--- src/hw/wb_pkg.sv ---
// --------------------------------------
// Writeback path package
// Widths, register count and ALU opcodes
// --------------------------------------

package wb_pkg;

  // Operand and result width
  localparam int data_bits = 32;

  // Sequence tag carried with every op
  localparam int seq_num_bits = 6;

  // Architectural register file shape
  localparam int reg_addr_bits = 5;
  localparam int num_regs = 32;

  // ALU opcodes
  typedef enum logic [2:0] {
    op_add,
    op_sub,
    op_and,
    op_or,
    op_xor,
    op_sll,
    op_srl,
    op_pass
  } alu_op_e;

endpackage

--- src/hw/complete_if.sv ---
// --------------------------------------
// Completion notification interface
// Strobe only, no back-pressure
// --------------------------------------

`timescale 1ns/1ps

interface complete_if;
  import wb_pkg::*;

  logic [seq_num_bits-1:0]  seq_num;
  logic [reg_addr_bits-1:0] waddr;
  logic [data_bits-1:0]     wdata;
  // One-cycle strobe per completion
  logic                     wen;

  // Writeback publishes
  modport pub (output seq_num, waddr, wdata, wen);

  // Register file subscribes
  modport sub (input seq_num, waddr, wdata, wen);

endinterface

--- src/hw/reg_file.sv ---
// --------------------------------------
// Architectural register file
// Written by completions, x0 reads zero
// --------------------------------------

`timescale 1ns/1ps

module reg_file (
  input  logic                             clk,
  input  logic                             rst,
  complete_if.sub                          complete,
  input  logic [wb_pkg::reg_addr_bits-1:0] rd_addr0,
  input  logic [wb_pkg::reg_addr_bits-1:0] rd_addr1,
  output logic [wb_pkg::data_bits-1:0]     rd_data0,
  output logic [wb_pkg::data_bits-1:0]     rd_data1
);
  import wb_pkg::*;

  logic [data_bits-1:0] regs [num_regs];

  // Write on the completion strobe, x0 never written
  always_ff @(posedge clk) begin
    if (rst) begin
      for (int k = 0; k < num_regs; k++) begin
        regs[k] <= '0;
      end
    end else if (complete.wen && complete.waddr != '0) begin
      regs[complete.waddr] <= complete.wdata;
    end
  end

  // Combinational read ports
  assign rd_data0 = (rd_addr0 == '0) ? '0 : regs[rd_addr0];
  assign rd_data1 = (rd_addr1 == '0) ? '0 : regs[rd_addr1];

endmodule

--- src/flat_wrapper.sv ---
// flat-port wrapper written by rule: the top's interface ports become plain ports
module reg_file_flat import wb_pkg::*;
  (clk, rst, rd_addr0, rd_addr1, rd_data0, rd_data1, complete_seq_num, complete_waddr, complete_wdata, complete_wen);
  complete_if complete_i ();
  input  logic clk;
  input  logic rst;
  input  logic [wb_pkg::reg_addr_bits-1:0] rd_addr0;
  input  logic [wb_pkg::reg_addr_bits-1:0] rd_addr1;
  output logic [wb_pkg::data_bits-1:0] rd_data0;
  output logic [wb_pkg::data_bits-1:0] rd_data1;
  input wire logic [$bits(complete_i.seq_num)-1:0] complete_seq_num;
  input wire logic [$bits(complete_i.waddr)-1:0] complete_waddr;
  input wire logic [$bits(complete_i.wdata)-1:0] complete_wdata;
  input wire logic [$bits(complete_i.wen)-1:0] complete_wen;
  assign complete_i.seq_num = complete_seq_num;
  assign complete_i.waddr = complete_waddr;
  assign complete_i.wdata = complete_wdata;
  assign complete_i.wen = complete_wen;
  reg_file u_core (.clk(clk), .rst(rst), .complete(complete_i), .rd_addr0(rd_addr0), .rd_addr1(rd_addr1), .rd_data0(rd_data0), .rd_data1(rd_data1));
endmodule
--- config.mk ---
export PLATFORM = sky130hd
export DESIGN_NAME = reg_file_flat
export DESIGN_NICKNAME = d
export VERILOG_FILES = /design/src/hw/wb_pkg.sv /design/src/hw/complete_if.sv /design/src/hw/reg_file.sv /design/src/flat_wrapper.sv
export SDC_FILE = /design/constraint.sdc
export NUM_CORES = 2
export LEC_CHECK = 0
export BUFFER_PORTS_ARGS = -buffer_cell sky130_fd_sc_hd__buf_2
export CAP_MARGIN = 20
export CELL_PAD_IN_SITES_DETAIL_PLACEMENT = 0
export CELL_PAD_IN_SITES_GLOBAL_PLACEMENT = 1
export CORE_MARGIN = 2
export CORE_UTILIZATION = 37
export DETAILED_ROUTE_END_ITERATION = 10
export GPL_ROUTABILITY_DRIVEN = 0
export PLACE_DENSITY = 0.65
export REMOVE_ABC_BUFFERS = 1
export SYNTH_ARGS = -nofsm -noshare
export SYNTH_HDL_FRONTEND = slang
export SYNTH_SLANG_ARGS = --single-unit
--- constraint.sdc ---
create_clock -name clk -period 1.55 [get_ports clk]
set_input_delay 0 -clock clk [delete_from_list [all_inputs] [get_ports clk]]
set_output_delay 0 -clock clk [all_outputs]
set_load 0.005 [all_outputs]
## Yosys cells after proc, flatten, opt, wreduce, memory -nomap -nowiden

Memory sizes are Yosys's and may differ from the RTL's.
Cells that the tools add are included.

- Logic and storage cells: 16
- Bits in registers: 0
- Output and inout port bits: 64
- Memories: 1
- Memory bits (writable): 1024

Memories:

| memory | words | bits a word | rd ports | clocked after Yosys merged registers in | wr ports | RTL line | RTL |
|---|---|---|---|---|---|---|---|
| u_core.regs | 32 | 32 | 2 | 0 | 32 | reg_file.sv:19 | `logic [data_bits-1:0] regs [num_regs];` |

- Reduce and logical (&&, ||, !) cells: 5
- Muxes and demuxes: 10

Operators by type and width:

| kind | count |
|---|---|
| 32-bit 2-to-1 mux | 3 |
| 32-bit OR reduction | 1 |
| 5-bit zero test | 2 |
| 1-bit 2-to-1 mux | 6 |
| 5-bit 2-to-1 mux | 1 |
| 5-bit nonzero test | 1 |
| 1-bit logical AND | 1 |

## Logic depth before layout (Yosys ltp)

- Depth in word-level cells: 7
- Mapped depth: 8
- Depth with buffers taken out: 4

## Worst setup path after synthesis

OpenSTA, ideal clock, no wires.

- Path kind: input to register
- Start: in complete_waddr[4]
- End: mem u_core.regs[4][0] (enable)
- Cell stages on the path: 3
- Setup time: 0.375 ns
- Slack: -0.048 ns
- Arrival time: 1.223 ns
- Buffers on the path: 0
- Cell sequence: or3b_2 nor2_1 or2_2

RTL lines:

| what | RTL line | RTL |
|---|---|---|
| from (decl) | flat_wrapper.sv:12 | `input wire logic [$bits(complete_i.waddr)-1:0] complete_waddr;` |
| to (decl) | reg_file.sv:19 |  |

==> results_dict.tcl <==
set metrics [dict create \
    status "complete, but fails checks" \
    violations "negative setup slack" \
    grt_pass1_vias 38400 \
    synthMuxAreaShare_pct 21.9 \
    relSlewSlack_pct 24.9 \
    synth.avg_cell_area_um2 14.5 \
    final_core_util_pct 47.0 \
    post-route-min-period_ns 2.72 \
    min_path_type "primary input to flip-flop" \
    area_growth_syn_to_layout_pct 26.0 \
    grt.total_usage_pct 29.0 \
    core_area_mm2 0.148 \
    synth-edff-count 1024 \
    cts_tree "built" \
    dpl.hpwl_mm 152 \
    synth-xor-area-share_pct 0 \
    yosysWarnings 0 \
    holdCritStartpoint "complete_waddr[1]" \
    slew_viol_final 0 \
    h-tree-depth 3 \
    die_w_um 390 \
    largest_reg_flops 1024 \
    layout.cells.non_filler 6396 \
    top_register "u_core.regs" \
    ys_seq_elements 1024 \
    clkTransAtPathRegs_ns 0.06 \
    crit_type "flip-flop to output pin" \
    drive_above_1_share_pct 36.7 \
    largestRegisters "u_core.regs x1024" \
    min_to "u_core.regs[30][6]" \
    fillCellCount 12800 \
    clock_sinks 1024 \
    drv_cap 0 \
    hold_depth 6 \
    synth_fa_ha_area_share_pct 0 \
    grt.met3_usage_pct 6.48 \
    grt_start_max_net_pins 33 \
    ys.flop_type "edfxtp_1" \
    dieHeight_um 390 \
    fin_tns_setup_ns -62.04 \
    grt_pass1_wl_mm 306 \
    overflow 0 \
    worst_pin_slew_ns 1.12 \
    drt_wl_total_mm 222 \
    arrival_ns 2.72 \
    firstDrtPassIters 5 \
    fin_area_mm2 0.0694 \
    hold_ws_ns 0.273 \
    grt_util_met2_pct 45.0 \
    netlist_instances 3793 \
    busiest_layer "met2" \
    p_leak_nw 25.4 \
    max_freq_mhz 368 \
    finalSetupViolations 64 \
    start_util_pct 37.3 \
    worst_slack_ns -1.17 \
    clockBufferDepth 3 \
    ir_drop_mv 0.844 \
    post-place-cells 6126 \
    timing.final.crit_share_pct 175 \
    io_buffers 113 \
    start_kind "flip-flop" \
    cts_root_buffer "clkbuf_16" \
    synth-seq-area-share_pct 55.9 \
    ys_types 41 \
    fin_nets 4425 \
    crit_path_max_fanout 2 \
    vias 38500 \
    synth_compound_area_share_pct 5.16 \
    ios 120 \
    die_area_mm2 0.152 \
    syn-cell-area_mm2 0.0550 \
    pre_cts_slack_ns -1.07 \
    endpoint_kind "output pin" \
    power_density_mw_per_mm2 1030 \
    vias_per_cell 6.02 \
    cts_made_buffers 115 \
    rsz0062_at_grt "true" \
    yosys.area_share.simple_pct 13.6 \
    synth_top_family_by_area "multiplexers" \
    required_ns 1.55 \
    antenna_found_initial 30 \
    rows 141 \
    placed_cell_area_mm2 0.0635 \
    grt_util_met1_pct 40.3 \
    power_mw 71.1 \
    hold_viol 0 \
    first_iter_violations 5390 \
    drcViolationCount 0 \
    drt.antenna.violating_nets 0 \
    wl_per_cell_um 34.8 \
    synthArstFlopShare_pct 0 \
]
## layer usage
| layer | wire length [um] | up-vias |
|---|---|---|
| li1 | - | 15700 |
| met1 | 91000 | 20100 |
| met2 | 100000 | 2290 |
| met3 | 22100 | 453 |
| met4 | 8700 | 16 |
| met5 | 92 | - |
## layout make-up
class,instances,area (um^2),share of cell area [%]
Sequential cell,1024,30700,44.3
Multi-Input combinational cell,2386,24400,35.1
Timing Repair Buffer,840,8190,11.8
Clock buffer,138,3010,4.34
Tap cell,1930,2410,3.48
Clock inverter,68,609,0.879
Antenna cell,8,20.0,0.0289
Inverter,2,10.0,0.0144
## placed cells by master (no fill, tap or decap), types with 48 or more instances in the layout
cell	n
o221ai_1	64
buf_4	527
mux2i_1	320
a22oi_1	54
nand2_1	101
mux2_4	48
mux4_2	343
buf_2	88
buf_12	145
and2_1	993
clkbuf_16	118
edfxtp_1	1024
## worst max-delay path by stage
stage | start | end | slack, ns
floorplan | rd_addr0[3] | rd_data0[30] | -0.73
global placement | rd_addr0[1] | rd_data0[5] | -1.65
detailed placement | rd_addr0[1] | rd_data0[5] | -1.07
CTS | u_core.regs[24][5] | rd_data0[5] | -1.20
global route | u_core.regs[27][19] | rd_data0[19] | -1.22
finish | u_core.regs[27][19] | rd_data0[19] | -1.17
## kinds of logic (layout without fill, tap and decap cells)
| logic type | Yosys count | in the layout |
|---|---|---|
| other cells | 1 | 40 |
| compound gates | 367 | 367 |
| mux | 736 | 736 |
| buf+inv | 414 | 1048 |
| simple gates | 1251 | 1251 |
| flops | 1024 | 1024 |
## synth_stat cells, types with 2 or more instances
| library cell | number | area share, % |
|---|---|---|
| a311oi_1 | 32 | 0.51 |
| nand3b_1 | 4 | 0.055 |
| or3b_1 | 2 | 0.032 |
| mux4_1 | 48 | 2.3 |
| buf_6 | 12 | 0.25 |
| o21ai_0 | 47 | 0.43 |
| a221oi_2 | 13 | 0.35 |
| mux4_2 | 304 | 12 |
| nand4_1 | 32 | 0.36 |
| clkbuf_1 | 296 | 2.0 |
| or2_2 | 31 | 0.35 |
| o2111ai_1 | 17 | 0.27 |
| nor2b_1 | 37 | 0.42 |
| and2_1 | 994 | 11 |
| nand2_1 | 101 | 0.69 |
| inv_1 | 2 | 0.014 |
| mux2_2 | 64 | 1.3 |
| mux2i_1 | 320 | 5.8 |
| buf_4 | 51 | 0.70 |
| a211oi_1 | 64 | 0.87 |
| nor2_1 | 37 | 0.25 |
| a221oi_1 | 34 | 0.54 |
| nand2b_1 | 2 | 0.023 |
| a21oi_1 | 32 | 0.29 |
| buf_2 | 51 | 0.46 |
| or3_1 | 2 | 0.023 |
| edfxtp_1 | 1024 | 56 |
| o221ai_1 | 64 | 1.0 |
| a22oi_1 | 64 | 0.87 |
## report_power, final
part,leakage (nW),total [mW],internal (mW),switching (mW)
sequential,9.75,32.8,32.0,0.829
clock,1.77,27.0,15.4,11.6
combinational,13.9,11.3,5.07,6.22
## worst max-delay path, stage by stage, from the launching register on
cell      delay (ns)
edfxtp_1        0.37
mux4_1          0.52
mux2_2          0.34
a221oi_2        0.28
buf_4           0.20
a211oi_1        0.07
buf_2           0.19
## what timing repair did
action	CTS	global route
resized for setup	348	63
endpoints found under the hold margin	989	0
setup endpoints to repair	64	488
cloned	0	1
buffers inserted	34	15
hold buffers	33	0
pin swaps	67	61
(Power assumes the default switching activity.)
