--- src/hw/wb_pkg.sv ---
// --------------------------------------
// Writeback path package
// Widths, register count and ALU opcodes
// --------------------------------------

package wb_pkg;

  // Operand and result width
  localparam int data_bits = 32;

  // Sequence tag carried with every op
  localparam int seq_num_bits = 6;

  // Architectural register file shape
  localparam int reg_addr_bits = 5;
  localparam int num_regs = 32;

  // ALU opcodes
  typedef enum logic [2:0] {
    op_add,
    op_sub,
    op_and,
    op_or,
    op_xor,
    op_sll,
    op_srl,
    op_pass
  } alu_op_e;

endpackage

--- src/hw/x_w_if.sv ---
// --------------------------------------
// Execute to writeback interface
// One pipe's result with val/rdy handshake
// --------------------------------------

`timescale 1ns/1ps

interface x_w_if;
  import wb_pkg::*;

  // Result payload
  logic [seq_num_bits-1:0]  seq_num;
  logic [reg_addr_bits-1:0] waddr;
  logic [data_bits-1:0]     wdata;
  logic                     wen;

  // Handshake, transfer on val & rdy
  logic val;
  logic rdy;

  // Execute side
  modport ex (output seq_num, waddr, wdata, wen, val, input rdy);

  // Writeback side
  modport wb (input seq_num, waddr, wdata, wen, val, output rdy);

endinterface

--- src/hw/alu_pipe.sv ---
// --------------------------------------
// Single-cycle ALU execute pipe
// Computes on issue, holds the result
// until writeback takes it
// --------------------------------------

`timescale 1ns/1ps

module alu_pipe (
  input  logic                             clk,
  input  logic                             rst,
  input  logic                             issue_val,
  output logic                             issue_rdy,
  input  wb_pkg::alu_op_e                  op,
  input  logic [wb_pkg::data_bits-1:0]     a,
  input  logic [wb_pkg::data_bits-1:0]     b,
  input  logic [wb_pkg::seq_num_bits-1:0]  seq,
  input  logic [wb_pkg::reg_addr_bits-1:0] waddr,
  input  logic                             wen,
  x_w_if.ex                                ex
);
  import wb_pkg::*;

  logic                 out_val;
  logic                 take;
  logic                 accept;
  logic [data_bits-1:0] result;

  // Output slot frees up when writeback grants us
  assign take      = out_val & ex.rdy;
  assign issue_rdy = ~out_val | ex.rdy;
  assign accept    = issue_val & issue_rdy;

  // ALU
  always_comb begin
    case (op)
      op_add:  result = a + b;
      op_sub:  result = a - b;
      op_and:  result = a & b;
      op_or:   result = a | b;
      op_xor:  result = a ^ b;
      // Shift amount from low 5 bits of b
      op_sll:  result = a << b[4:0];
      op_srl:  result = a >> b[4:0];
      op_pass: result = b;
      default: result = '0;
    endcase
  end

  // --------------------------------------
  // Output register
  // --------------------------------------

  always_ff @(posedge clk) begin
    if (rst) begin
      out_val <= 1'b0;
    end else if (accept) begin
      out_val <= 1'b1;
    end else if (take) begin
      out_val <= 1'b0;
    end
  end

  // Payload, only loaded on accept so it stays stable under stall
  always_ff @(posedge clk) begin
    if (accept) begin
      ex.seq_num <= seq;
      ex.waddr   <= waddr;
      ex.wdata   <= result;
      ex.wen     <= wen;
    end
  end

  assign ex.val = out_val;

endmodule

--- src/flat_wrapper.sv ---
// flat-port wrapper written by rule: the top's interface ports become plain ports
module alu_pipe_flat import wb_pkg::*;
  (clk, rst, issue_val, issue_rdy, op, a, b, seq, waddr, wen, ex_seq_num, ex_waddr, ex_wdata, ex_wen, ex_val, ex_rdy);
  x_w_if ex_i ();
  input  logic clk;
  input  logic rst;
  input  logic issue_val;
  output logic issue_rdy;
  input  wb_pkg::alu_op_e op;
  input  logic [wb_pkg::data_bits-1:0] a;
  input  logic [wb_pkg::data_bits-1:0] b;
  input  logic [wb_pkg::seq_num_bits-1:0] seq;
  input  logic [wb_pkg::reg_addr_bits-1:0] waddr;
  input  logic wen;
  output wire logic [$bits(ex_i.seq_num)-1:0] ex_seq_num;
  output wire logic [$bits(ex_i.waddr)-1:0] ex_waddr;
  output wire logic [$bits(ex_i.wdata)-1:0] ex_wdata;
  output wire logic [$bits(ex_i.wen)-1:0] ex_wen;
  output wire logic [$bits(ex_i.val)-1:0] ex_val;
  input wire logic [$bits(ex_i.rdy)-1:0] ex_rdy;
  assign ex_seq_num = ex_i.seq_num;
  assign ex_waddr = ex_i.waddr;
  assign ex_wdata = ex_i.wdata;
  assign ex_wen = ex_i.wen;
  assign ex_val = ex_i.val;
  assign ex_i.rdy = ex_rdy;
  alu_pipe u_core (.clk(clk), .rst(rst), .issue_val(issue_val), .issue_rdy(issue_rdy), .op(op), .a(a), .b(b), .seq(seq), .waddr(waddr), .wen(wen), .ex(ex_i));
endmodule
--- config.mk ---
export PLATFORM = sky130hd
export DESIGN_NAME = alu_pipe_flat
export DESIGN_NICKNAME = d
export VERILOG_FILES = /design/src/hw/wb_pkg.sv /design/src/hw/x_w_if.sv /design/src/hw/alu_pipe.sv /design/src/flat_wrapper.sv
export SDC_FILE = /design/constraint.sdc
export NUM_CORES = 1
export LEC_CHECK = 0
export BUFFER_PORTS_ARGS = -buffer_cell sky130_fd_sc_hd__buf_2
export CAP_MARGIN = 20
export CORE_AREA = 2 2 161 163
export CTS_BUF_LIST = sky130_fd_sc_hd__clkbuf_8
export CTS_CLUSTER_DIAMETER = 120
export DETAILED_ROUTE_END_ITERATION = 12
export DIE_AREA = 0 0 163 165
export GPL_TIMING_DRIVEN = 0
export HOLD_SLACK_MARGIN = 0.05
export PLACE_DENSITY = 0.58
export SETUP_SLACK_MARGIN = 0.02
export SYNTH_ARGS = -nofsm -noshare
export SYNTH_HDL_FRONTEND = slang
export SYNTH_SLANG_ARGS = --single-unit
--- constraint.sdc ---
create_clock -name clk -period 5.6 [get_ports clk]
set_input_delay 0 -clock clk [delete_from_list [all_inputs] [get_ports clk]]
set_output_delay 0 -clock clk [all_outputs]
set_load 0.05 [all_outputs]
=== Yosys cells after proc, flatten, opt, wreduce, memory -nomap -nowiden ===
Cells that the tools add are included.

* Input port bits: 83
* Output and inout port bits: 46
* Register bits after elaboration: 45

* Shifts and indexed selects: 2
* Eq/ne operators: 7
* Muxes and demuxes: 3
* Reductions and logical operators: 2
* Add/sub/neg operators: 2
* Bitwise operators: 7

{| class="wikitable"
|+ Operators by type and width
! operator !! count
|-
| $pmux 32 s8 || 1
|-
| $add 32x32->32 || 1
|-
| $and 32x32->32 || 1
|-
| $or 32x32->32 || 1
|-
| $shl 32x5->32 || 1
|-
| $shr 32x5->32 || 1
|-
| $sub 32x32->32 || 1
|-
| $xor 32x32->32 || 1
|-
| $eq 3x3->1 const B || 4
|-
| $eq 3x2->1 const B || 2
|-
| $eq 3x1->1 const B || 1
|-
| $logic_not 3->1 || 1
|-
| $and 1x1->1 || 2
|-
| $mux 1 || 2
|-
| $reduce_bool 2->1 || 1
|-
| $not 1->1 || 1
|-
| $or 1x1->1 || 1
|}

=== Logic depth before layout (Yosys ltp) ===
* Depth in word-level cells: 4
* Depth in mapped cells: 21

=== Least setup slack after synthesis ===
Ideal clock, no wire load.

* Path kind: input-to-reg
* Start: input b[1] (netlist name)
* End: register u_core.ex.wdata[30] (data pin)
* Path slack: 1.866 ns
* Arrival: 3.591 ns
* Setup time: 0.142 ns
* Stages: 18
* Cells stage by stage: buf_2 -> inv_1 -> buf_2 -> buf_2 -> ha_1 -> and4_1 -> and2_1 -> nand3_1 -> o31ai_1 -> xnor2_1 -> ha_1 -> nand4_1 -> or4_1 -> o22a_1 -> a21oi_2 -> a31oi_1 -> mux2_4 -> o21ai_2

* Cells in the longest elaborated chain, start to end: 2
* Elaborated cells between the ends (all ways): 5
* Those cells by class: 2 x add/sub; 2 x shift; 1 x mux

{| class="wikitable"
|+ Ends and longest elaborated chain
! what !! RTL line !! text
|-
| start, declared || flat_wrapper.sv:11 || <nowiki>input logic [wb_pkg::data_bits-1:0] b;</nowiki>
|-
| $sub 32x32->32 (tied with other cells) || alu_pipe.sv:38 || <nowiki>op_sub: result = a - b;</nowiki>
|-
| $pmux 32 s8 * || alu_pipe.sv:36 || <nowiki>case (op)</nowiki>
|-
| via u_core.result[30] || alu_pipe.sv:27 || <nowiki>logic [data_bits-1:0] result;</nowiki>
|-
| end signal, assigned || alu_pipe.sv:69 || <nowiki>ex.wdata <= result;</nowiki>
|-
| end, declared || x_w_if.sv:22 || <nowiki>modport ex (output seq_num, waddr, wdata, wen, val, input rdy);</nowiki>
|}

The timed path passes the listed nets; every way through them passes the cells marked *.
A chain may end at the register's enable or synchronous reset.

=== Worst setup path in the final report ===
* Start: input op[1]
* End: register u_core.ex.wdata[25] (data pin)

* Cells in the longest elaborated chain, start to end: 2
* Elaborated cells between the ends (all ways): 9
* Those cells by class: 7 x eq/ne; 1 x mux; 1 x reduce/logical

{| class="wikitable"
|+ Ends and longest elaborated chain
! what !! RTL line !! text
|-
| start, declared || flat_wrapper.sv:9 || <nowiki>input wb_pkg::alu_op_e op;</nowiki>
|-
| $eq 3x3->1 (tied with other cells) || alu_pipe.sv:36 ||
|-
| $pmux 32 s8 * || alu_pipe.sv:36 ||
|-
| via u_core.result[25] || alu_pipe.sv:27 ||
|}

Marks and branches as above.

==> impl_metrics.json <==
{
  "status": "finished, final reports clean",
  "finalHoldViolCount": 0,
  "ys_types": 72,
  "core_sq_um": 25000,
  "crit_start": "op[1]",
  "fillers": 2590,
  "cp_common_cell": "clkbuf_1",
  "fin_nets": 1467,
  "port_buffers": 125,
  "crit_path_end_kind": "flip-flop",
  "drv_slew": 0,
  "r2r_cells": 3,
  "ios": 129,
  "syn_area_sq_um": 9210,
  "clock_skew_ps": 15.4,
  "cts_setup_buffers": 0,
  "yosys_warnings": 0,
  "first_pass_iters": 7,
  "grt_usage_pct": 37.8,
  "worstMarginPinSlew_ps": 1140,
  "synth_area_leaders": "edfxtp_1 14%, ha_1 13%, mux4_2 11%",
  "clk_latency_ps": 310,
  "yosysSeqAreaShare_pct": 14.6,
  "synth_top_area_share_pct": 14.3,
  "drive_gt1_share_pct": 18.2,
  "crit_buf_inv": 3,
  "drv_cap": 0,
  "cp.arrival_ps": 5430,
  "total_leakage_power_nw": 4.58,
  "rsz0062_at_grt": "false",
  "crit_cells": 16,
  "area_growth_pct": 14.4,
  "path_clk_slew_ps": 90,
  "r2r_start": "u_core.ex.val$_SDFFE_PP0P_",
  "synth_seq_cells": 45,
  "layout_worst_path_cycle_share_pct": 96.5,
  "viasPerCell": 6.50,
  "synth_largest_area_cell": "edfxtp_1",
  "rrSetupSlack_ps": 4370,
  "final_area_sq_um": 10500,
  "numCtsBuffers": 5,
  "grt_pass1_wl_um": 71700,
  "antenna_found_initial": 0,
  "wire_per_inst_um": 31.5,
  "pwr_density_cell_nw_per_um2": 178,
  "postSynthCellCount": 1135,
  "start_util_pct": 36.8,
  "clock.fmax_mhz": 185,
  "endpoint": "u_core.ex.wdata[25]$_DFFE_PP_",
  "synth.top_cells.by_count": "119 x nor2_1, 97 x ha_1, 90 x nand2_1",
  "async_flop_share_pct": 0,
  "slew_headroom_pct": 23.5,
  "crit_fanout": 10,
  "reg2reg_to": "u_core.ex.wdata[14]$_DFFE_PP_",
  "drtIter0Drc": 1275,
  "dieHeight_um": 165,
  "synth_top_flop_cell": "edfxtp_1",
  "cts_tree": "done",
  "period_minus_slack_ps": 5400,
  "path_class": "primary input to flip-flop",
  "finalSetupViolCount": 0,
  "min-delay-start": "issue_val",
  "die_w_um": 163,
  "grt_max_degree": 39,
  "irDropWorstVdd_mv": 0.142,
  "cp-start-kind": "primary input",
  "htreeDepth": 2,
  "hold_ws_ps": 192,
  "required_ps": 5630,
  "max_stage_delay_ps": 670,
  "critPathTopFamily": "compound AO/OA/AOI/OAI gates",
  "cts_root_buf": "clkbuf_8",
  "synth_nets": 1316,
  "cts_buffer_depth": 2,
  "clock_sinks": 45,
  "synth_area_per_cell_sq_um": 8.12,
  "drc": 0,
  "grt_pass1_vias": 9986,
  "place_hpwl_um": 41000,
  "wirelength_um": 51000,
  "synth-edff-count": 44,
  "yosysMostFrequentCell": "nor2_1",
  "globalplace.congestion": 1.03,
  "via_count": 10500,
  "dieArea_sq_um": 26900,
  "ant_nets": 0,
  "grt_overflow": 0,
  "dpl_cell_area_sq_um": 10300,
  "cp_slowest_cell": "clkbuf_1",
  "worst_hold_path_type": "primary input to flip-flop",
  "cp_cell_sequence": "clkbuf_1 > or2_2 > clkbuf_1 > nor2_2 > clkbuf_1 > nor2_1 > xnor2_1 > ha_1 > nand2_1 > a211o_1 > a311oi_1 > o211ai_1 > a31o_2 > and3_1 > o31ai_1 > nand3_1",
  "num_rows": 58
}
==> power by group <==
group	total, mW	internal [mW]	switching, mW
clock	0.186	0.0839	0.102
sequential	0.422	0.414	0.00711
combinational	1.27	0.399	0.867
==> per-stage QoR <==
| step | setup slack [ps] | setup TNS (ps) | power (mW) | instances | utilization [%] |
|---|---|---|---|---|---|
| 2_1_floorplan | 1870 | 0 | 1.20 | 1135 | - |
| 3_3_place_gp | -132 | -191 | 1.64 | 1590 | 40.9 |
| 3_5_place_dp | -108 | -108 | 1.64 | 1594 | 41.1 |
| 4_1_cts | 243 | 0 | 1.84 | 1616 | 42.0 |
| 5_1_grt | 149 | 0 | 1.97 | 1617 | 42.1 |
| 6_report | 198 | 0 | 1.87 | 1621 | 42.1 |
==> routing by layer <==
metal / GRT usage, % / vias to the layer above / routed length (um)
li1: - / 4593 / -
met1: 49.4 / 5097 / 20600
met2: 58.8 / 743 / 22000
met3: 10.5 / 109 / 6170
met4: 15.6 / 0 / 2200
met5: 0 / - / 0
==> how the worst min path moves through the flow <==
stage	to	cells after the start	slack, ps
after floorplan	u_core.ex.val$_SDFFE_PP0P_	1	70
after global placement	u_core.ex.val$_SDFFE_PP0P_	2	160
after detailed placement	u_core.ex.val$_SDFFE_PP0P_	2	160
after CTS	u_core.ex.wdata[8]$_DFFE_PP_	2	170
after global routing	u_core.ex.wdata[8]$_DFFE_PP_	2	200
final	u_core.ex.wdata[8]$_DFFE_PP_	2	190
==> cells in the final DEF (no fill, tap or decap), types with 11 or more instances in the layout <==
master / n
nand2_1: 90
a31oi_1: 13
inv_1: 75
dlygate4sd3_1: 14
and3_1: 11
a22oi_1: 13
nor2_1: 118
mux4_2: 43
o21ai_0: 73
buf_2: 148
or3_1: 11
nand3_1: 26
clkbuf_1: 43
a22o_1: 12
xnor2_1: 44
a21o_1: 24
ha_1: 97
nor3_1: 24
a21oi_1: 79
mux2i_1: 67
o221ai_1: 11
a222oi_1: 12
edfxtp_1: 44
o211ai_1: 18
==> state kept, by name, indices dropped and copies added, names as in the netlist <==
name and flops:
u_core.ex.seq_num 6, u_core.ex.val 1, u_core.ex.waddr 5, u_core.ex.wen 1, u_core.ex.wdata 32
==> cells by family (layout without fill, tap and decap cells) <==
family / after synthesis / count (layout) / share of synthesized area (%)
AO/OA/AOI/OAI: 348 / 348 / 25.8
AND/OR/NAND/NOR: 318 / 318 / 15.4
buffers and inverters: 157 / 309 / 7.18
multiplexers: 117 / 117 / 18.7
adder cells (fa/ha/maj): 98 / 98 / 13.4
XOR/XNOR: 52 / 52 / 4.94
flip-flops: 45 / 45 / 14.6
other: 0 / 4 / 0
==> what timing repair did <==
| action | 4_1_cts | 5_1_grt |
|---|---|---|
| endpoints found under the setup margin | 0 | 2 |
| hold endpoints to repair | 13 | 0 |
| resized for setup | 0 | 1 |
| hold buffers | 14 | 0 |
==> area by class of cell <==
type                            instances  area, sq um  area share [%]
Timing Repair Buffer                  144          812            7.71
Inverter                               73          274            2.60
Antenna cell                            4         10.0          0.0950
Buffer                                 84          388            3.68
Sequential cell                        45         1340            12.7
Multi-Input combinational cell        933         7220            68.5
Tap cell                              330          413            3.92
Clock buffer                            5         68.8           0.653
Clock inverter                          3         12.5           0.119
No activity file was read; power rests on OpenSTA's default activity.
